--- src/hdl/soc_bus_pkg.sv ---
package soc_bus_pkg;

  // data bus widths
  localparam int BUS_ADDR_WIDTH = 32;
  localparam int BUS_DATA_WIDTH = 32;
  localparam int BUS_MASK_WIDTH = BUS_DATA_WIDTH / 8;  // one bit per byte lane

  typedef logic [BUS_ADDR_WIDTH-1:0] bus_addr_t;
  typedef logic [BUS_DATA_WIDTH-1:0] bus_data_t;
  typedef logic [BUS_MASK_WIDTH-1:0] bus_mask_t;

  // synchroniser depths
  localparam int RST_SYNC_STAGES = 3;
  localparam int KEY_SYNC_STAGES = 2;

  // board i/o
  localparam int LED_WIDTH = 8;
  localparam int KEY_WIDTH = 2;

  // data ram, word index taken from address bits 11:2
  localparam int RAM_WORDS     = 1024;
  localparam int RAM_IDX_LSB   = 2;
  localparam int RAM_IDX_WIDTH = $clog2(RAM_WORDS);

  // region select field of the byte address
  localparam int REGION_MSB = 31;
  localparam int REGION_LSB = 30;

  typedef enum logic [1:0] {
    REGION_LED      = 2'b00,
    REGION_UNMAPPED = 2'b01,
    REGION_RAM      = 2'b10,
    REGION_KEYS     = 2'b11
  } region_t;

  localparam bus_addr_t LED_BASE  = 32'h0000_0000;
  localparam bus_addr_t RAM_BASE  = 32'h8000_0000;
  localparam bus_addr_t KEYS_BASE = 32'hC000_0000;

  // returned on a read from the hole in the map
  localparam bus_data_t BUS_ERR_DATA = 32'hDEAD_BEEF;

endpackage

--- src/hdl/led_port.sv ---
module led_port
  import soc_bus_pkg::*;
(
  input  logic                 clk,
  input  logic                 i_rst_n,

  input  logic                 i_req,
  input  logic                 i_write,
  input  bus_data_t            i_wdata,
  input  bus_mask_t            i_wr_mask,

  output logic                 o_ack,
  output bus_data_t            o_rdata,
  output logic [LED_WIDTH-1:0] o_led
);

  logic [LED_WIDTH-1:0] led_q;
  bus_data_t            rdata_q;

  always_ff @(posedge clk or negedge i_rst_n)
  begin
    if (!i_rst_n)
    begin
      led_q <= '0;
      o_ack <= 1'b0;
    end
    else
    begin
      o_ack <= i_req;
      if (i_req && i_write && i_wr_mask[0])  // only lane 0 holds led bits
      begin
        led_q <= i_wdata[LED_WIDTH-1:0];
      end
    end
  end

  // read back, zero extended
  always_ff @(posedge clk)
  begin
    if (i_req)
    begin
      rdata_q <= i_write ? '0 : {{(BUS_DATA_WIDTH-LED_WIDTH){1'b0}}, led_q};
    end
  end

  assign o_rdata = rdata_q;
  assign o_led   = led_q;

endmodule

--- config.mk ---
export PLATFORM = sky130hd
export DESIGN_NAME = led_port
export DESIGN_NICKNAME = d
export VERILOG_FILES = /design/src/hdl/soc_bus_pkg.sv /design/src/hdl/led_port.sv
export SDC_FILE = /design/constraint.sdc
export NUM_CORES = 1
export LEC_CHECK = 0
export BUFFER_PORTS_ARGS = -buffer_cell sky130_fd_sc_hd__clkbuf_2
export CAP_MARGIN = 20
export CORE_MARGIN = 2
export CORE_UTILIZATION = 33
export CTS_BUF_LIST = sky130_fd_sc_hd__clkbuf_8
export CTS_CLUSTER_DIAMETER = 40
export CTS_CLUSTER_SIZE = 12
export DETAILED_ROUTE_END_ITERATION = 16
export GPL_TIMING_DRIVEN = 0
export PLACE_DENSITY = 0.77
export SYNTH_ARGS = -nofsm -noshare
export SYNTH_HDL_FRONTEND = slang
export SYNTH_SLANG_ARGS = --single-unit
export TNS_END_PERCENT = 30
--- constraint.sdc ---
create_clock -name clk -period 0.8 [get_ports clk]
set_input_delay 0.04 -clock clk [delete_from_list [all_inputs] [get_ports clk]]
set_output_delay 0.04 -clock clk [all_outputs]
set_load 0.05 [all_outputs]
# Word level (Yosys, flattened, before mapping)
# Index checks and enable logic that the tools add are counted.
# classes
reduce_logical,2
# ops
cell,count
logical AND 1 bit,2
# word_totals
reg_bits,41
in_bits,40
out_inout_bits,41
word_cells,6

# Logic depth before layout (Yosys ltp)
# depth
ltp_word,2
ltp_mapped,2

# Least setup slack after synthesis
# No wires, ideal clock.
# synth_path
kind,register -> register
startpoint,"register led_q[0], in the netlist o_led[0]"
endpoint,"register rdata_q[0], in the netlist o_rdata[0], data pin"
t_arrival_ns,0.815
required_ns,0.545
setup_slack_ns,-0.270
path_stages_with_launch,2
path_buffers,0
synth_period_minus_slack_ns,1.070
path_cell_list,dfrtp_1 and2b_2
# synth_rtl
element,line,source
"start, declared",led_port.sv:17,logic [LED_WIDTH-1:0] led_q;
"start signal, assigned",led_port.sv:32,led_q <= i_wdata[LED_WIDTH-1:0];
"end signal, assigned",led_port.sv:42,"rdata_q <= i_write ? '0 : {{(BUS_DATA_WIDTH-LED_WIDTH){1'b0}}, led_q};"
"end, declared",led_port.sv:18,bus_data_t rdata_q;
# No word-level cell between the ends.

# Worst setup path after layout
# layout_path
startpoint,"register led_q[4], in the netlist o_led[4]"
endpoint,output port o_led[4]
# layout_rtl
element,line,source
"end, declared",led_port.sv:14,output logic [LED_WIDTH-1:0] o_led
# No word-level cell between the ends.

==> flow_metrics.tcl <==
set metrics [dict create \
    synth_compound_area_share_pct 0 \
    gr-total-overflow 0 \
    start_util_pct 34.0 \
    synthMuxAreaShare_pct 10.9 \
    p_leak_nw 0.690 \
    path_cells "buf_8" \
    synth-edff-count 8 \
    syn2layout_area_growth_pct 61.6 \
    ant_nets 0 \
    portBuffers 29 \
    routed_wl_um 1300 \
    syn_area_um2 827 \
    die_y_um 54.1 \
    path_buf_inv 1 \
    synthSimpleGateAreaFrac_pct 10.6 \
    post-route-drc-count 0 \
    cts.clk_slew.worst_paths_ns 0.06 \
    cp_data_required_time_ns 0.76 \
    num_rows 18 \
    ff_latch_area_um2 475 \
    layout_setup_ws_ns -0.0705 \
    crit_path_end_kind "output pin" \
    dieArea_um2 2920 \
    layout.cells.non_filler 146 \
    hpwl_um 1090 \
    clock_latency_ns 0.25 \
    grt_pass1_vias 466 \
    die_x_um 54.1 \
    multi_input_area_um2 283 \
    start_kind "flop" \
    cts_max_level 1 \
    synth_top_family_by_area "buffers and inverters" \
    wl_per_cell_um 8.90 \
    fmax_mhz 1150 \
    holdWs_ns 0.0223 \
    final_net_count 157 \
    core_um2 2430 \
    routed_via_density 3.63 \
    postCtsSetupBuffers 0 \
    synth_ff_type "dfrtp_1" \
    grt_pass1_wl_um 1910 \
    critPathArrivalTime_ns 0.83 \
    antenna_found_initial 0 \
    dr.pass1.iters 3 \
    cp_slowest_cell "dfrtp_2" \
    drt_iter0_drc 5 \
    clock_sinks 17 \
    synth_fa_ha_area_share_pct 0 \
    finalSetupViolations 29 \
    period_share_pct 109 \
    crit_family "flip-flops" \
    cp_max_fo 3 \
    fillers 202 \
    skew_ns 0.00221 \
    cts_buffer_depth 2 \
    io_pins 81 \
    hold_path_class "in -> reg" \
    violations "negative setup slack" \
    slew_violations 0 \
    rsz0062_at_grt "yes" \
    avgSynthCellArea_um2 14.0 \
    yosys_warnings 0 \
    p_per_area_nw_per_um2 2300 \
    layout-drive-gt1-share_pct 69.8 \
    syn-instance-count 59 \
    place_inst 141 \
    grt_start_max_net_pins 11 \
    status "finished with violations" \
    drv_cap 0 \
    cts_tree "done" \
    synth_most_common_cell "buf_4" \
    synth_top_area_share_pct 29.0 \
    vias 530 \
    yosysTopAreaCell "edfxtp_1" \
    grt_usage_pct 9.58 \
    gp_congestion 0.697 \
    synthArstFlopShare_pct 52.9 \
    crit_type "reg -> out" \
    max_stage_delay_ns 0.43 \
    synthDistinctLibCells 7 \
    ir_drop_mv 1.05 \
    r2r_setup_slack_ns -0.06 \
    yosysSeqAreaShare_pct 56.3 \
    ys_ff_latch 17 \
    period_needed_ns 0.870 \
    synthTopCellsByCount "buf_4, dfrtp_1, and2b_2, edfxtp_1, mux2_2" \
    diodes 0 \
    synthTopCellsByArea "edfxtp_1, dfrtp_1, buf_4, mux2_2, and2b_2" \
    synthXorXnorAreaFrac_pct 0 \
    cts_buffers 3 \
    clock-root-buffer "clkbuf_8" \
    final-hold-violation-count 0 \
]
==> metal layers <==
metal  up-vias  share of wire, %  track usage, %
li1        258                 -               -
met1       234                35            9.62
met2        35                50            15.0
met3         3                14            5.56
met4         0               1.6            6.25
met5         -                 0               0
==> path summary, 6_finish.rpt <==
kind                                           start                        to  cells after the start
min in group asynchronous                    i_rst_n      o_led[4]$_DFFE_PN0P_                      2
worst min-delay path                      i_wdata[4]      o_led[4]$_DFFE_PN0P_                      2
worst min register to register  o_led[6]$_DFFE_PN0P_      o_led[6]$_DFFE_PN0P_                      1
worst max-delay path            o_led[4]$_DFFE_PN0P_                  o_led[4]                      1
max in group asynchronous                    i_rst_n      o_led[2]$_DFFE_PN0P_                      2
worst max register to register  o_led[0]$_DFFE_PN0P_  o_rdata[0]$_SDFFCE_PP0P_                      1
==> through the flow <==
step	instance area, um2	setup WS, ns	utilization [%]	power [mW]	setup TNS [ns]
2_1_floorplan	923	-0.173	-	2.01	-2.25
3_3_place_gp	1110	-0.0849	45.5	2.19	-0.854
3_5_place_dp	1110	-0.104	45.5	2.21	-1.02
4_1_cts	1310	-0.0918	53.9	3.01	-1.52
5_1_grt	1340	-0.0917	54.9	3.19	-2.04
6_report	1340	-0.0705	54.9	3.07	-1.40
==> cell families (layout without fill, tap and decap cells) <==
logic type / Yosys count / in the layout
other: 1 / 24
DFF: 17 / 17
buffers and inverters: 24 / 58
muxes: 8 / 8
and+or+nand+nor: 9 / 9
==> repair_timing <==
action,CTS,global route
hold endpoints to repair,9,0
hold buffers,1,0
cloned,0,0
endpoints found under the setup margin,25,32
gates resized for setup,34,13
pin swaps,0,0
==> power by group <==
part / internal [mW] / leakage, nW / switching (mW) / total (mW)
clock network: 0.340 / 0.0269 / 0.258 / 0.597
registers: 1.06 / 0.180 / 0.107 / 1.17
logic: 0.514 / 0.484 / 0.791 / 1.30
==> registers in the layout, indices dropped and copies added, names as in the netlist <==
| name | count |
|---|---|
| o_ack | 1 |
| o_rdata | 8 |
| o_led | 8 |
==> cells in the final DEF (no fill, tap or decap), drive strengths merged <==
| cell type | instances |
|---|---|
| clkbuf | 23 |
| dfrtp | 9 |
| buf | 33 |
| and2b | 8 |
| nand3 | 1 |
| conb | 24 |
| edfxtp | 8 |
| mux2 | 8 |
| inv | 1 |
| dlygate4sd3 | 1 |
==> cell type report <==
cell class	instances	area share, %
Buffer	24	13.5
Clock buffer	3	3.09
Clock inverter	1	0.281
Multi-Input combinational cell	41	21.2
Sequential cell	17	35.6
Tap cell	30	2.81
Timing Repair Buffer	30	23.6
Power figures use the tool's default switching activity.
