### src/hdl/soc_bus_pkg.sv
package soc_bus_pkg;

  // data bus widths
  localparam int BUS_ADDR_WIDTH = 32;
  localparam int BUS_DATA_WIDTH = 32;
  localparam int BUS_MASK_WIDTH = BUS_DATA_WIDTH / 8;  // one bit per byte lane

  typedef logic [BUS_ADDR_WIDTH-1:0] bus_addr_t;
  typedef logic [BUS_DATA_WIDTH-1:0] bus_data_t;
  typedef logic [BUS_MASK_WIDTH-1:0] bus_mask_t;

  // synchroniser depths
  localparam int RST_SYNC_STAGES = 3;
  localparam int KEY_SYNC_STAGES = 2;

  // board i/o
  localparam int LED_WIDTH = 8;
  localparam int KEY_WIDTH = 2;

  // data ram, word index taken from address bits 11:2
  localparam int RAM_WORDS     = 1024;
  localparam int RAM_IDX_LSB   = 2;
  localparam int RAM_IDX_WIDTH = $clog2(RAM_WORDS);

  // region select field of the byte address
  localparam int REGION_MSB = 31;
  localparam int REGION_LSB = 30;

  typedef enum logic [1:0] {
    REGION_LED      = 2'b00,
    REGION_UNMAPPED = 2'b01,
    REGION_RAM      = 2'b10,
    REGION_KEYS     = 2'b11
  } region_t;

  localparam bus_addr_t LED_BASE  = 32'h0000_0000;
  localparam bus_addr_t RAM_BASE  = 32'h8000_0000;
  localparam bus_addr_t KEYS_BASE = 32'hC000_0000;

  // returned on a read from the hole in the map
  localparam bus_data_t BUS_ERR_DATA = 32'hDEAD_BEEF;

endpackage

### src/hdl/bus_router.sv
module bus_router
  import soc_bus_pkg::*;
(
  input  logic      clk,
  input  logic      i_rst_n,

  input  logic      i_bus_req,
  input  logic      i_bus_write,
  input  bus_addr_t i_bus_addr,

  output logic      o_bus_ack,
  output bus_data_t o_bus_rdata,

  output logic      o_ram_req,
  input  logic      i_ram_ack,
  input  bus_data_t i_ram_rdata,

  output logic      o_led_req,
  input  logic      i_led_ack,
  input  bus_data_t i_led_rdata,

  output logic      o_key_req,
  input  logic      i_key_ack,
  input  bus_data_t i_key_rdata
);

  region_t   region;
  region_t   region_q;     // region of the outstanding transfer
  logic      err_ack_q;
  logic      err_rd_q;
  logic      sel_ack;
  bus_data_t sel_data;

  assign region = region_t'(i_bus_addr[REGION_MSB:REGION_LSB]);

  // request decode, same cycle as the master's pulse
  assign o_ram_req = i_bus_req && (region == REGION_RAM);
  assign o_led_req = i_bus_req && (region == REGION_LED);
  assign o_key_req = i_bus_req && (region == REGION_KEYS);

  always_ff @(posedge clk or negedge i_rst_n)
  begin
    if (!i_rst_n)
    begin
      region_q  <= REGION_UNMAPPED;
      err_ack_q <= 1'b0;
      err_rd_q  <= 1'b0;
    end
    else
    begin
      if (i_bus_req)
      begin
        region_q <= region;
      end
      // nothing behind the hole, answer here
      err_ack_q <= i_bus_req && (region == REGION_UNMAPPED);
      err_rd_q  <= i_bus_req && (region == REGION_UNMAPPED) && !i_bus_write;
    end
  end

  // return path follows the stored region only
  always_comb
  begin
    case (region_q)
      REGION_RAM:
      begin
        sel_ack  = i_ram_ack;
        sel_data = i_ram_rdata;
      end
      REGION_LED:
      begin
        sel_ack  = i_led_ack;
        sel_data = i_led_rdata;
      end
      REGION_KEYS:
      begin
        sel_ack  = i_key_ack;
        sel_data = i_key_rdata;
      end
      default:
      begin
        sel_ack  = err_ack_q;
        sel_data = err_rd_q ? BUS_ERR_DATA : '0;
      end
    endcase
  end

  assign o_bus_ack   = sel_ack;
  assign o_bus_rdata = sel_ack ? sel_data : '0;  // quiet between transfers

endmodule

### config.mk
export PLATFORM = sky130hd
export DESIGN_NAME = bus_router
export DESIGN_NICKNAME = d
export VERILOG_FILES = /design/src/hdl/soc_bus_pkg.sv /design/src/hdl/bus_router.sv
export SDC_FILE = /design/constraint.sdc
export NUM_CORES = 1
export LEC_CHECK = 0
export BUFFER_PORTS_ARGS = -buffer_cell sky130_fd_sc_hd__buf_2
export CORE_AREA = 2 2 67 69
export DETAILED_ROUTE_END_ITERATION = 16
export DIE_AREA = 0 0 69 71
export PLACE_DENSITY = 0.73
export SYNTH_ARGS = -nofsm -noshare
export SYNTH_HDL_FRONTEND = slang
export SYNTH_SLANG_ARGS = --single-unit
### constraint.sdc
create_clock -name clk -period 3.1 [get_ports clk]
set_input_delay 0.31 -clock clk [delete_from_list [all_inputs] [get_ports clk]]
set_output_delay 0.31 -clock clk [all_outputs]
set_load 0.03 [all_outputs]
; After elaboration in Yosys (flattened, before gate mapping)
; Index checks and enable logic that the tools add are counted.
[word_totals]
latchBits = 0
register_bits = 4
rom_bits = 0
memories = 0
wordCells = 20
ramBits = 0
[op_classes]
n_div = 0
mux = 4
n_lt_le_gt_ge = 0
n_bitwise = 0
eq_ne = 5
n_reduce_logical = 8
mul = 0
add_sub_neg = 0
shift = 0
[op_table]
columns = cell, n
row1 = 32-bit one-hot mux with 3 select lines, 1
row2 = 32-bit two-way mux, 2
row3 = "2-bit == test, second input constant", 4
row4 = 1-bit logical AND, 5
row5 = 2-bit logical NOT, 2
row6 = 1-bit one-hot mux with 3 select lines, 1
row7 = "2-bit by 1-bit == test with 1-bit output, second input constant", 1
row8 = 1-bit logical NOT, 1

; Depth between registers and ports, before layout
; Gate-level depths: netlist (run 1).
[logic_depth]
depth_word = 3
ltp_mapped = 5
depth_no_buf = 3

; Least setup slack after synthesis (run 1)
; OpenSTA, ideal clock, no wires.
[synth_path]
path_type = reg2out
start = register region_q[0]
end = output o_bus_rdata[22]
required_time_ps = 2790
arrival_ps = 1630
stages_incl_launch_ff = 4
setup_slack_ps = 1160
n_path_buf = 1
cell_sequence = dfstp_2 -> buf_2 -> mux2i_1 -> a211oi_1
[synth_between]
elab_chain_cells = 3
word_cells_on_any_way = 6
cone_classes = eq/ne (2) / mux (3) / reduce/logical (1)
[synth_rtl]
columns = item, line_no
row1 = "start, declared", bus_router.sv:28  ; region_t region_q;
row2 = "start signal, assigned", bus_router.sv:53  ; region_q <= region;
row3 = 2-bit == test / 2-bit logical NOT (equally long branches), bus_router.sv:64  ; case (region_q)
row4 = 32-bit one-hot mux with 3 select lines / 1-bit one-hot mux with 3 select lines (equally long branches), bus_router.sv:64
row5 = 32-bit two-way mux *, bus_router.sv:89  ; assign o_bus_rdata = sel_ack ? sel_data : '0;
row6 = "end, declared", bus_router.sv:12  ; output bus_data_t o_bus_rdata,
; Every way passes the cells marked *; elsewhere a longest branch is shown, timed or not.

; Worst setup path after layout (run 1)
[layout_path]
start = register region_q[1]
end = output o_bus_rdata[15]
; Same word-level chain as after synthesis.

==> results of run 1 <==
==> per-stage QoR <==
stage	setup slack (ps)	util (%)	std cells	instance area [um2]	power [uW]
5_1_grt	254	42.5	325	1790	685
4_1_cts	471	42.5	325	1790	649
2_1_floorplan	1160	-	137	1040	389
3_5_place_dp	706	41.2	320	1730	526
3_3_place_gp	702	41.2	320	1730	520
6_report	545	42.5	325	1790	639
==> how the worst max path moves through the flow <==
stage                            start         endpoint  slack [ps]  depth (start not counted)
2_1_floorplan  region_q[0]$_DFFE_PN1P_  o_bus_rdata[22]        1160                          3
3_3_place_gp   region_q[1]$_DFFE_PN0P_  o_bus_rdata[15]         700                          5
3_5_place_dp   region_q[1]$_DFFE_PN0P_  o_bus_rdata[15]         710                          5
4_1_cts        region_q[1]$_DFFE_PN0P_  o_bus_rdata[15]         470                          5
5_1_grt        region_q[1]$_DFFE_PN0P_   o_bus_rdata[3]         250                          5
6_report       region_q[1]$_DFFE_PN0P_  o_bus_rdata[15]         540                          5
==> worst max-delay path, cell delays in order, from the launching register on <==
cell and delay (ps):
sky130_fd_sc_hd__dfrtp_1 590, sky130_fd_sc_hd__buf_4 310, sky130_fd_sc_hd__nand2_1 490, sky130_fd_sc_hd__o22ai_1 370, sky130_fd_sc_hd__nor2_1 60, sky130_fd_sc_hd__buf_2 200
==> layer usage <==
metal / part of all wire [%] / vias to the layer above
met5: 0 / -
met4: 0.62 / 0
met3: 9.5 / 4
met2: 52 / 88
met1: 37 / 687
li1: - / 780
==> registers in the layout (all words and copies together), names as in the netlist <==
register   cells
err_ack_q      1
err_rd_q       1
region_q       2
==> cell type report <==
type                            instances  area (um2)  area share [%]
Multi-Input combinational cell        120         837            46.9
Timing Repair Buffer                  144         733            41.1
Sequential cell                         4         101            5.68
Tap cell                               52        65.1            3.64
Clock buffer                            4        45.0            2.52
Inverter                                1        3.75           0.210
==> power groups by stage <==
stage,logic (uW),registers (uW),clock network (uW)
2_1_floorplan,328,60.6,0
3_3_place_gp,449,70.4,0
3_5_place_dp,455,70.9,0
4_1_cts,457,70.2,121
5_1_grt,491,71.3,123
6_report,453,68.8,117
==> cell usage in the layout (no fill, tap or decap), types with 2 or more instances in the layout <==
master,instances
sky130_fd_sc_hd__mux2_2,27
sky130_fd_sc_hd__a21oi_1,7
sky130_fd_sc_hd__and3b_1,2
sky130_fd_sc_hd__dfrtp_1,3
sky130_fd_sc_hd__nand2_1,16
sky130_fd_sc_hd__clkbuf_8,3
sky130_fd_sc_hd__nor2_1,26
sky130_fd_sc_hd__buf_2,140
sky130_fd_sc_hd__buf_4,3
sky130_fd_sc_hd__o22ai_1,24
sky130_fd_sc_hd__mux2_1,5
==> cells by family after synthesis <==
kind of cell | synth area share [%]
buffers and inverters | 9.75
multiplexers | 37.1
AO/OA/AOI/OAI | 23.6
AND/OR/NAND/NOR | 19.9
flip-flops | 9.75
==> results, run 1 <==
- The flow ran to the end, and the final reports show no timing, DRC or antenna violations.
- The arrival time reported for the critical path endpoint is 2250 ps.
- After legalization and detailed placement, the total HPWL measured 3060 um.
- The largest area contributor in the netlist is sky130_fd_sc_hd__mux2_2.
- Timing would allow up to roughly 400 MHz.
- The transition time at the pin with the least slew margin is 789 ps.
- The worst-case hold path end point is err_rd_q$_DFF_PN0_.
- The maximum fanout count along the critical path is 24.
- After clock tree synthesis, the flow added hold-fix buffers numbering 1.
- Entering global routing, the biggest net connects 25 pins.
- In this run the core area contains 24 standard-cell rows.
- Yosys printed 0 warnings.
- The antenna violation net count after detailed routing is 0.
- The internal power component is between 300 and 400 uW.
- The number of failing hold endpoints at the final stage is 0.
- The starting utilization of the core area is between 20% and 30%.
- The overall fraction of global-route tracks in use is around 15%.
- The synthesized netlist occupies a cell area of 1040 um2.
- The most frequent cell after synthesis is sky130_fd_sc_hd__mux2_2.
- Routability-driven placement finished with a final weighted congestion of between 0.7 and 0.8.
- The count of fill cells added during filler insertion is 450.
- The via count is 1559.
- The tool flagged a number of max-cap violations equal to 0.
- The first global-routing pass estimated between 6000 and 7000 um of wire.
- The number of max-slew violations in the final report is 0.
- VDD sags by at most 0.000210 V.
- The number of gates resized after CTS was 0.
- The final critical path takes up 82.4% of the cycle.
- The number of H-tree levels is 1.
- Global routing used 29.2% of the available met2 tracks.
- Summed over all cells, the static leakage comes to 0.000977 uW.
- Counting instances, the worst hold path has a depth of 2.
- The number of antenna diodes in the final layout is 0.
- The main flop type after synthesis is sky130_fd_sc_hd__dfrtp_1.
- The clock latency on the worst-skew pair is roughly 220 ps.
- In this run the worst hold path is classified as input pin to flop.
- The number of enable-type register cells in the synthesized netlist is 0.
- From synthesis to final layout, the design area changed by 71.7%.
- The number of buffers inserted to repair setup after CTS is 0.
- In this run, CTS created clock tree buffers numbering 3.
- By area the synthesized netlist is led by sky130_fd_sc_hd__mux2_2, sky130_fd_sc_hd__o22ai_1, sky130_fd_sc_hd__nor2_1, sky130_fd_sc_hd__dfrtp_1, sky130_fd_sc_hd__buf_6.
- The launch instance of the worst register-to-register path is region_q[0]$_DFFE_PN1P_.
- The clock net in this run drives a total of 4 sinks.
- In the final timing run, aggregate negative setup slack is 0 ps.
- The clock passes through at most 2 buffers.
- Per report_power, the clock group accounts for 18.4% of the total.
- The share of the yosys chip area belonging to registers is under 10%.
- The average instance in the mapped netlist occupies 7.59 um2.
- The distinct cell type count after synthesis is 25.
- The share of layout cells above drive strength 1 is 65.2%.
- TritonCTS built the clock tree.
- The core region is 4200 um2.
- In this run, synthesis produced a sequential element count of 4.
- For the worst flop-to-flop path, the logic depth is 2.
- The width of the die is between 60 and 70 um.
- Dividing total power by cell area gives a power density of 358 nW/um2.
- The combinational share of power is about 71%.
- The number of antenna violations at the first check in global routing was 0.
- The floorplan step defined a die boundary enclosing 4900 um2.
- The tree is rooted in a sky130_fd_sc_hd__clkbuf_8.
- After synthesis, the share of flip-flops with an asynchronous set or reset is between 90% and 100%.
- The worst path needs about 2600 ps of the cycle, external delays included.
- The top-level port count is 171.
- Global routing finished with a remaining overflow of 0.
- After detailed routing, the average wire length per cell comes to about 12 um.
- STA classifies the critical path endpoint as a primary output.
- In this run the power spent charging and discharging nets is a little over 300 uW.
- The count of routing violations after the opening detailed-route iteration is 52.
- The met1 demand-to-capacity share in global routing is 15.8%.
- The worst relative slew slack is a little under half.
- After clock tree synthesis, the clock-pin slew on the worst setup and hold paths is 30 ps.
- For the worst setup path, the data required time is 2790 ps.
- The cell count after synthesis came out at 137.
- The origin of the worst min-delay path is i_bus_write.
- The final-layout worst hold slack is 241 ps.
- The number of nets produced by synthesis is 272.
- The number of detailed-route iterations in the first pass is 4.
- The number of nets at the end of the flow is 409.
- The die height is 71 um.
- The layer with the highest usage after global routing is met2.
- The clock arrives with 0 ps of skew.
- The per-cell via count in the routed design is 4.80.
- The fraction of synthesized cell area taken by the top area cell type is 29.2%.
- Setup repair after global routing left no endpoint under its margin.
- The switching share of power is 48.8%.
- The total of buffers placed on input and output ports is 140.
- For met3 alone, demand over resource in global routing was 2.85%.
- The number of global-route vias before repair is 1481.
- The final number of setup-violating endpoints is 0.
- In the synthesized netlist, the cells that appear most often are sky130_fd_sc_hd__mux2_2, sky130_fd_sc_hd__nor2_1, sky130_fd_sc_hd__o22ai_1, sky130_fd_sc_hd__nand2_1, sky130_fd_sc_hd__a21oi_1.
- For this block, the routed nets add up to 3840 um of wire.
- The part of the power in registers is 10.8%.
- In the routed design, unresolved DRC markers number 0.
- The critical setup path kind is flop to primary output.
- The reg2reg setup slack is 1840 ps.
- The kind of launch point of the worst setup path is a flop.
- The worst register-to-register path ends at region_q[0]$_DFFE_PN1P_.
(Power assumes the default switching activity.)
==> inputs of run 2 (changes only) <==
--- a/config.mk
+++ b/config.mk
@@ -6,10 +6,10 @@
 export NUM_CORES = 1
 export LEC_CHECK = 0
 export BUFFER_PORTS_ARGS = -buffer_cell sky130_fd_sc_hd__buf_2
-export CORE_AREA = 2 2 67 69
+export CORE_AREA = 2 2 66 68
 export DETAILED_ROUTE_END_ITERATION = 16
-export DIE_AREA = 0 0 69 71
-export PLACE_DENSITY = 0.73
+export DIE_AREA = 0 0 68 70
+export PLACE_DENSITY = 0.75
 export SYNTH_ARGS = -nofsm -noshare
 export SYNTH_HDL_FRONTEND = slang
 export SYNTH_SLANG_ARGS = --single-unit
==> constraint.sdc (replaced) <==
create_clock -name clk -period 2.6 [get_ports clk]
set_input_delay 0.26 -clock clk [delete_from_list [all_inputs] [get_ports clk]]
set_output_delay 0.26 -clock clk [all_outputs]
set_load 0.03 [all_outputs]
==> run 2 against run 1 <==
Compared with the run above: non-clock buffer count grew 2; register-to-register slack lost 420 ps; largest power group unchanged; via count shrank 2.2%; first-iteration DRC count shrank 52%; clock power grew 17%; utilization grew 0.98 points; die area shrank 2.8%; clock-buffer cell count is the same; sequential share of layout area is essentially flat; highest routed layer unchanged; final cell count grew 0.62%; worst hold slack lost 45 ps.
==> results, run 2 (synthesis results as in run 1) <==
- The worst setup path is launched from a flop.
- In the final layout, the registers with the most flip-flops are region_q: 2 flops, err_ack_q: 1 flops, err_rd_q: 1 flops.
- The worst hold path cell count is 2 (unchanged).
- The final number of setup-violating endpoints was 0 (unchanged).
- The top achievable clock speed is 466 MHz.
- The pin count of the biggest net entering global routing is 25 (unchanged).
- The total of buffers placed on input and output ports is 140 (unchanged).
- Setup repair after global routing left no endpoint under its margin.
- The site row count is 24 (unchanged).
- The worst relative slew slack is 74.7% (+27 points).
- The width of the die is 68 um (-1.4%).
- The die height came to 70 um (-1.4%).
- The run finished with clean final reports.
- The standby leakage power is 0.000986 uW (+0.94%).
- Leaving out fill and tap cells, the most frequent cells in the layout are sky130_fd_sc_hd__buf_2, sky130_fd_sc_hd__mux2_2, sky130_fd_sc_hd__nor2_1, sky130_fd_sc_hd__o22ai_1, sky130_fd_sc_hd__nand2_1.
- The critical setup path kind is flop to primary output.
- The number of clock sinks was 4 (unchanged).
- The clock latency on the worst-skew pair was 210 ps (about the same).
- The highest ir drop seen on vdd was 0.000292 V (+39%).
- The number of detailed-route iterations in the first pass is 4 (unchanged).
- The biggest cell delay along the critical path is 670 ps (+80 ps).
- The half-perimeter wire length after placement is 2930 um (-4.1%).
- The clock buffer count from CTS is 3 (unchanged).
- The signal on the critical path passes through buf_4 -> o22ai_4 -> buf_4 -> nor2_1 -> buf_2.
- The count of routing violations after the opening detailed-route iteration is 25 (-52%).
- The register with the most flip-flops is region_q.
- The total power per unit cell area is 425 nW/um2 (+19%).
- The final-layout worst hold slack is 196 ps (-44.8 ps).
- The count of hold buffers inserted by post-cts repair came to 1 (unchanged).
- The diode insertion count for antenna repair is 0 (unchanged).
- The area occupied by multi-input gates is 837 um2 (unchanged).
- The number of resized instances in the post-cts repair step is 0 (unchanged).
- The share of layout cells above drive strength 1 is 65.5% (+0.25 points).
- The floorplan core area is 4140 um2 (-1.4%).
- The per-cell via count in the routed design was 4.66 (-2.8%).
- The clock transition at the registers of the reported paths is 30 ps (about the same).
- The number of H-tree levels is 1 (unchanged).
- The starting utilization of the core area is 25.1% (+0.36 points).
- The depth of the critical timing path with buffers and inverters included was 5 (unchanged).
- The die area is 4760 um2 (-2.8%).
- The reg2reg setup slack is 1420 ps (-420 ps).
- The number of nets at the end of the flow is 411 (+0.49%).
- The family of cells with the greatest summed delay on the critical path is buffers and inverters.
- The wire length of the first global-routing pass is 5850 um (-5.1%).
- The path class of the lowest-slack min-delay path is input pin to flop.
- The via count came to 1524 (-2.2%).
- The required time at the endpoint of the critical path is 2340 ps (-450 ps).
- The setup TNS after final layout was 0 ps (unchanged).
- The maximum fanout count along the critical path came to 24 (unchanged).
- The slowest stage of the critical path belongs to the cell sky130_fd_sc_hd__dfstp_2.
- The detailed-route wire length is 3850 um (+0.13%).
- The top-level port count is 171 (unchanged).
- The number of max-cap violations is 0 (unchanged).
- The minimum period implied by the final worst setup slack is 2150 ps.
- The worst setup slack after layout came to 454 ps (-90.6 ps).
- The buffer levels on the longest clock path is 2 (unchanged).
- The final RePlAce weighted congestion was 0.694 (-6.4%).
- The average wire length per cell after detail routing was 11.8 um (-0.48%).
- The number of buffer and inverter instances along the worst setup path was 3 (+1).
- The post-synthesis to final-layout area growth is 73.2%.
- The number of global-route vias before repair is 1467 (-0.95%).
- The overall fraction of global-route tracks in use is 15.1% (+0.32 points).
- The share of the core filled with cells in the final layout is 43.4% (+0.98 points).
- The total grt overflow was 0 (unchanged).
- The number of failing hold endpoints at the final stage was 0 (unchanged).
- The count of fill cells added during filler insertion is 423 (-6.0%).
- The number of antenna violations at the first check in global routing is 0 (unchanged).
- The count of unresolved DRC violations after routing came to 0 (unchanged).
- The final worst-path cycle share is 82.5%.
- The capturing element type of the critical path is a primary output.
- The placed cell area came to 1750 um2 (+0.87%).
- The logic depth of the worst register-to-register path came to 2 (unchanged).
- The antenna violation net count after detailed routing is 0 (unchanged).
- The CTS tree is done.
- The storage element area came to 101 um2 (unchanged).
- The number of buffers inserted to repair setup after CTS is 0 (unchanged).
- The total non-filler cell area in the finished layout came to 1800 um2 (+0.84%).
- The number of max-slew violations in the final report is 0 (unchanged).
- Counting stages on the worst path, the most repeated cell is sky130_fd_sc_hd__buf_4.
- The flip-flop count of the largest register after layout is 2 (unchanged).
- The transition time at the pin with the least slew margin is 379 ps (-410 ps).
- The clock skew was 0 ps (unchanged).
- The worst slack at placement is 650 ps (-56.2 ps).
- The clock root buffer is sky130_fd_sc_hd__clkbuf_8.
- The arrival time reported for the critical path endpoint was 1890 ps (-360 ps).
- The commonest non-fill, non-tap cell in the layout is sky130_fd_sc_hd__buf_2.
[run 2: changes by cell type in the layout (fill, tap and decap cells not counted)]
cell / delta
sky130_fd_sc_hd__buf_4: +2
[run 2: per-layer routing]
layer  share of wire [%]  global-route usage (%)  vias up
met5                   0                       0        -
met4                0.21                    4.22        0
met3                 8.5                    1.45        2
met2                  51                    31.0       79
met1                  40                    14.9      663
li1                    -                       -      780
[run 2: area by class of cell]
cell class	count	area share, %
Multi-Input combinational cell	120	46.5
Timing Repair Buffer	146	41.6
Sequential cell	4	5.63
Tap cell	52	3.61
Clock buffer	4	2.50
Inverter	1	0.208
[run 2: where the power goes]
part	total, uW	internal (uW)	switching (uW)	leakage, uW
clock network	137	105	32.2	0.0000228
logic	551	222	329	0.000914
registers	77.0	67.9	9.10	0.0000494
[run 2: worst paths after layout]
path	start	end
max	region_q[0]$_DFFE_PN1P_	o_bus_rdata[27]
min	i_bus_write	err_rd_q$_DFF_PN0_
max reg2reg	region_q[0]$_DFFE_PN1P_	region_q[0]$_DFFE_PN1P_
min reg2reg	region_q[0]$_DFFE_PN1P_	region_q[0]$_DFFE_PN1P_
max in group asynchronous	i_rst_n	region_q[0]$_DFFE_PN1P_
min in group asynchronous	i_rst_n	err_ack_q$_DFF_PN0_
[run 2: stage by stage]
stage                     total power [uW]  cells
after CTS                              774    327
after detailed placement               631    322
after global placement                 623    322
final                                  765    327
after global routing                   822    327
after floorplan                        463    137
==> inputs of run 3 (changes only) <==
--- a/config.mk
+++ b/config.mk
@@ -5,11 +5,12 @@
 export SDC_FILE = /design/constraint.sdc
 export NUM_CORES = 1
 export LEC_CHECK = 0
+export ABC_AREA = 1
 export BUFFER_PORTS_ARGS = -buffer_cell sky130_fd_sc_hd__buf_2
-export CORE_AREA = 2 2 66 68
+export CORE_MARGIN = 2
+export CORE_UTILIZATION = 28
 export DETAILED_ROUTE_END_ITERATION = 16
-export DIE_AREA = 0 0 68 70
-export PLACE_DENSITY = 0.75
+export PLACE_DENSITY = 0.78
 export SYNTH_ARGS = -nofsm -noshare
 export SYNTH_HDL_FRONTEND = slang
 export SYNTH_SLANG_ARGS = --single-unit
==> constraint.sdc (replaced) <==
create_clock -name clk -period 1.93 [get_ports clk]
set_input_delay 0.193 -clock clk [delete_from_list [all_inputs] [get_ports clk]]
set_output_delay 0.193 -clock clk [all_outputs]
set_load 0.03 [all_outputs]
==> run 3 against run 2 <==
Compared with the run above: via count grew 39%; setup slack worse by 370 ps; combinational power rose by 38%; critical path depth increased by 2; synthesized cell count rose by 84%; register-to-register slack got worse by 670 ps; critical endpoint is now o_bus_rdata[21].
==> results, run 3 <==
- The number of antenna violations at the first check in global routing is 0 (unchanged).
- The number of nets at the end of the flow is 527 (+28%).
- The reg2reg setup slack is 750 ps (-670 ps).
- The worst relative slew slack is 76.0% (+1.3 points).
- The final number of setup-violating endpoints is 0 (unchanged).
- The commonest non-fill, non-tap cell in the layout is sky130_fd_sc_hd__buf_2.
- The number of max-cap violations is 0 (unchanged).
- The logic depth of the worst register-to-register path is 3 (+1).
- Counting instances in the post-synthesis netlist gives the leading cell types as sky130_fd_sc_hd__nand2_1, sky130_fd_sc_hd__nand3_1, sky130_fd_sc_hd__nor2_1, sky130_fd_sc_hd__o21ai_0, sky130_fd_sc_hd__inv_1.
- The final RePlAce weighted congestion is 0.726 (+4.5%).
- The worst hold path cell count is 2 (unchanged).
- Setup repair after global routing could not meet its margin everywhere.
- The most frequent cell after synthesis is sky130_fd_sc_hd__nand2_1.
- The top-level port count is 171 (unchanged).
- The width of the die is 70.4 um (+3.6%).
- The count of yosys warnings during synthesis was 0 (unchanged).
- The clock skew is 0 ps (unchanged).
- The standby leakage power is 0.00132 uW (+34%).
- The top cell types in the final layout, fill and taps aside, are sky130_fd_sc_hd__buf_2, sky130_fd_sc_hd__nand2_1, sky130_fd_sc_hd__nand3_1, sky130_fd_sc_hd__nor2_1, sky130_fd_sc_hd__o21ai_0.
- The floorplan core area is 4290 um2 (+3.6%).
- The most used flip-flop cell after synthesis is sky130_fd_sc_hd__dfrtp_1.
- The number of max-slew violations in the final report is 0 (unchanged).
- The pin count of the biggest net entering global routing came to 40 (+60%).
- The number of nets produced by synthesis is 387 (+42%).
- In this run the critical register-to-register path is launched from region_q[0]$_DFFE_PN1P_.
- The cell area after synthesis is 1240 um2 (+19%).
- The transition time at the pin with the least slew margin is 359 ps (-20.3 ps).
- The overall fraction of global-route tracks in use is 19.5% (+4.4 points).
- The number of failing hold endpoints at the final stage was 0 (unchanged).
- The number of detailed-route iterations in the first pass is 4 (unchanged).
- The total power per unit cell area is 506 nW/um2 (+19%).
- The capture point of the worst path is o_bus_rdata[21].
- The highest ir drop seen on vdd is 0.000473 V (+62%).
- The flow ran to the end, and the final reports show no timing, DRC or antenna violations.
- The antenna violation net count after detailed routing was 0 (unchanged).
- In this run the critical register-to-register path is captured at region_q[0]$_DFFE_PN1P_.
- The average wire length per cell after detail routing came to 10.8 um (-7.9%).
- The total placed cells including tap cells is 435 (+35%).
- The diode insertion count for antenna repair was 0 (unchanged).
- The launching instance or port of the critical path is region_q[0]$_DFFE_PN1P_.
- The wire length of the first global-routing pass is 8280 um (+42%).
- The worst path in the final design needs a cycle of 1840 ps, including I/O delays and setup.
- The final worst-path cycle share is 95.6%.
- The origin of the worst min-delay path is i_bus_write.
- The share of the yosys chip area belonging to registers is 8.20% (-1.5 points).
- The area occupied by multi-input gates is 932 um2 (+11%).
- The arrival time reported for the critical path endpoint is 1650 ps (-240 ps).
- The site row count was 24 (unchanged).
- STA classifies the critical path endpoint as a primary output.
- The number of H-tree levels is 1 (unchanged).
- The count of routing violations after the opening detailed-route iteration is 61 (+140%).
- The post-synthesis to final-layout area growth is 66.9%.
- The clock latency on the worst-skew pair is 210 ps (about the same).
- The half-perimeter wire length after placement is 3660 um (+25%).
- The largest area contributor in the netlist is sky130_fd_sc_hd__nand2_1.
- The per-cell via count in the routed design is 4.78 (+2.6%).
- The critical setup path kind is flop to primary output.
- The count of fill cells added during filler insertion came to 469 (+11%).
- In the final layout, the registers with the most flip-flops are region_q: 2 flops, err_ack_q: 1 flops, err_rd_q: 1 flops.
- The share of the core filled with cells in the final layout is 48.0% (+4.6 points).
- The detailed-route wire length was 4800 um (+25%).
- The required time at the endpoint of the critical path is 1740 ps (-600 ps).
- The total power draw is 1050 uW (+37%).
- The non-filler instance count after layout came to 443 (+35%).
- The number of enable-type register cells in the synthesized netlist is 0 (unchanged).
- TritonCTS built the clock tree.
- The flip-flop and latch count after synthesis was 4 (unchanged).
- After synthesis, the cell types taking the most area are sky130_fd_sc_hd__nand2_1, sky130_fd_sc_hd__nand3_1, sky130_fd_sc_hd__nor2_1, sky130_fd_sc_hd__o21ai_0, sky130_fd_sc_hd__dfrtp_1.
- The distinct cell type count after synthesis is 19 (-24%).
- The number of clock sinks is 4 (unchanged).
- The starting utilization of the core area came to 28.8% (+3.7 points).
- The number of global-route vias before repair is 1930 (+32%).
- The die height came to 70.4 um (+0.64%).
- For this run, the top clock speed supported by timing is around 540 MHz.
- The worst hold path belongs to the class input pin to flop.
- The count of unresolved DRC violations after routing was 0 (unchanged).
- The fraction of synthesized cell area taken by the top area cell type came to 27.3% (-1.9 points).
- The via count is 2119 (+39%).
- The total of buffers placed on input and output ports is 140 (unchanged).
- The clock transition at the registers of the reported paths is 30 ps (about the same).
- The die area came to 4960 um2 (+4.3%).
- The register with the most flip-flops is region_q.
- The synthesized area divided by synthesized cell count is 4.91 um2 (-35%).
- The worst setup path is launched from a flop.
- The gate count of the mapped netlist came to 252 (+84%).
- The storage element area is 103 um2 (+1.2%).
- The clock root buffer is sky130_fd_sc_hd__clkbuf_8.
- The post-synthesis async set-or-reset flop share is 100% (unchanged).
- The maximum fanout count along the critical path came to 25 (+4.2%).
- The flip-flop count of the largest register after layout came to 2 (unchanged).
- The total grt overflow was 0 (unchanged).
- The share of layout cells above drive strength 1 is 43.7% (-22 points).
- The clock buffer count from CTS was 3 (unchanged).
- The buffer levels on the longest clock path was 2 (unchanged).
==> run 3: cell types whose count changed after synthesis, moves of 2 or more <==
cell,before,now
sky130_fd_sc_hd__o22ai_1,24,0
sky130_fd_sc_hd__mux2_1,5,0
sky130_fd_sc_hd__nor2_1,26,30
sky130_fd_sc_hd__nand2_2,0,6
sky130_fd_sc_hd__nand3_1,0,58
sky130_fd_sc_hd__a21oi_1,7,0
sky130_fd_sc_hd__mux2_2,27,0
sky130_fd_sc_hd__o21ai_0,1,21
sky130_fd_sc_hd__nand2_1,16,90
sky130_fd_sc_hd__buf_2,6,8
sky130_fd_sc_hd__inv_1,1,17
sky130_fd_sc_hd__clkbuf_1,0,4
sky130_fd_sc_hd__inv_2,0,2
sky130_fd_sc_hd__and3b_1,2,0
==> run 3: final cells by class <==
cell class / instances / area share (%)
well taps: 52 / 3.15
repair buffers: 154 / 41.1
clock buffers: 4 / 2.18
inverters: 19 / 3.46
flip-flops and latches: 4 / 4.97
multi-input cells: 210 / 45.2
==> run 3: critical path, stage by stage (launching register included) <==
cell and delay (ps):
sky130_fd_sc_hd__dfstp_2 620, sky130_fd_sc_hd__inv_2 50, sky130_fd_sc_hd__nand3_1 110, sky130_fd_sc_hd__nand3_4 110, sky130_fd_sc_hd__nor2_4 110, sky130_fd_sc_hd__buf_12 170, sky130_fd_sc_hd__nor2_1 70, sky130_fd_sc_hd__clkbuf_4 180
==> run 3: what timing repair did <==
item | in CTS | in global routing
gates cloned | 0 | 0
hold endpoints to repair | 4 | 0
setup endpoints to repair | 25 | 33
setup buffers | 1 | 2
hold buffers | 1 | 0
pin swaps | 0 | 1
resized for setup | 0 | 16
==> run 3: logic make-up after synthesis <==
logic type	share of synthesized area, %
DFF	8.20
and+or+nand+nor	66.7
buffers and inverters	16.6
AOI/OAI and AO/OA	8.50
==> run 3: layer usage <==
layer  up-vias  track usage, %  routed length (um)
li1       1080               -                   -
met1       936            23.1                1990
met2       101            37.5                2420
met3         2            2.31                 378
met4         0            2.78                  14
met5         -               0                   0
==> run 3: worst min-delay path by stage <==
stage,to,slack (ps)
4_1_cts,err_rd_q$_DFF_PN0_,130
2_1_floorplan,err_ack_q$_DFF_PN0_,-100
3_5_place_dp,err_rd_q$_DFF_PN0_,-1
3_3_place_gp,err_rd_q$_DFF_PN0_,-4
6_report,err_rd_q$_DFF_PN0_,130
5_1_grt,err_rd_q$_DFF_PN0_,140
==> run 3: where the power goes <==
| group | total (uW) | switching [uW] | internal (uW) |
|---|---|---|---|
| Sequential | 100 | 8.56 | 91.6 |
| Combinational | 759 | 470 | 289 |
| Clock | 186 | 44.9 | 141 |
| Total | 1050 | 524 | 521 |
==> run 3: per-stage QoR <==
stage	cell area, um2	setup slack [ps]	setup TNS [ps]	hold slack (ps)
after floorplan	1240	202	0	-103
after global placement	1960	161	0	-3.67
after detailed placement	1960	137	0	-1.47
after CTS	2020	8.88	0	126
after global routing	2060	-13.2	-20.4	140
final	2060	85.4	0	127
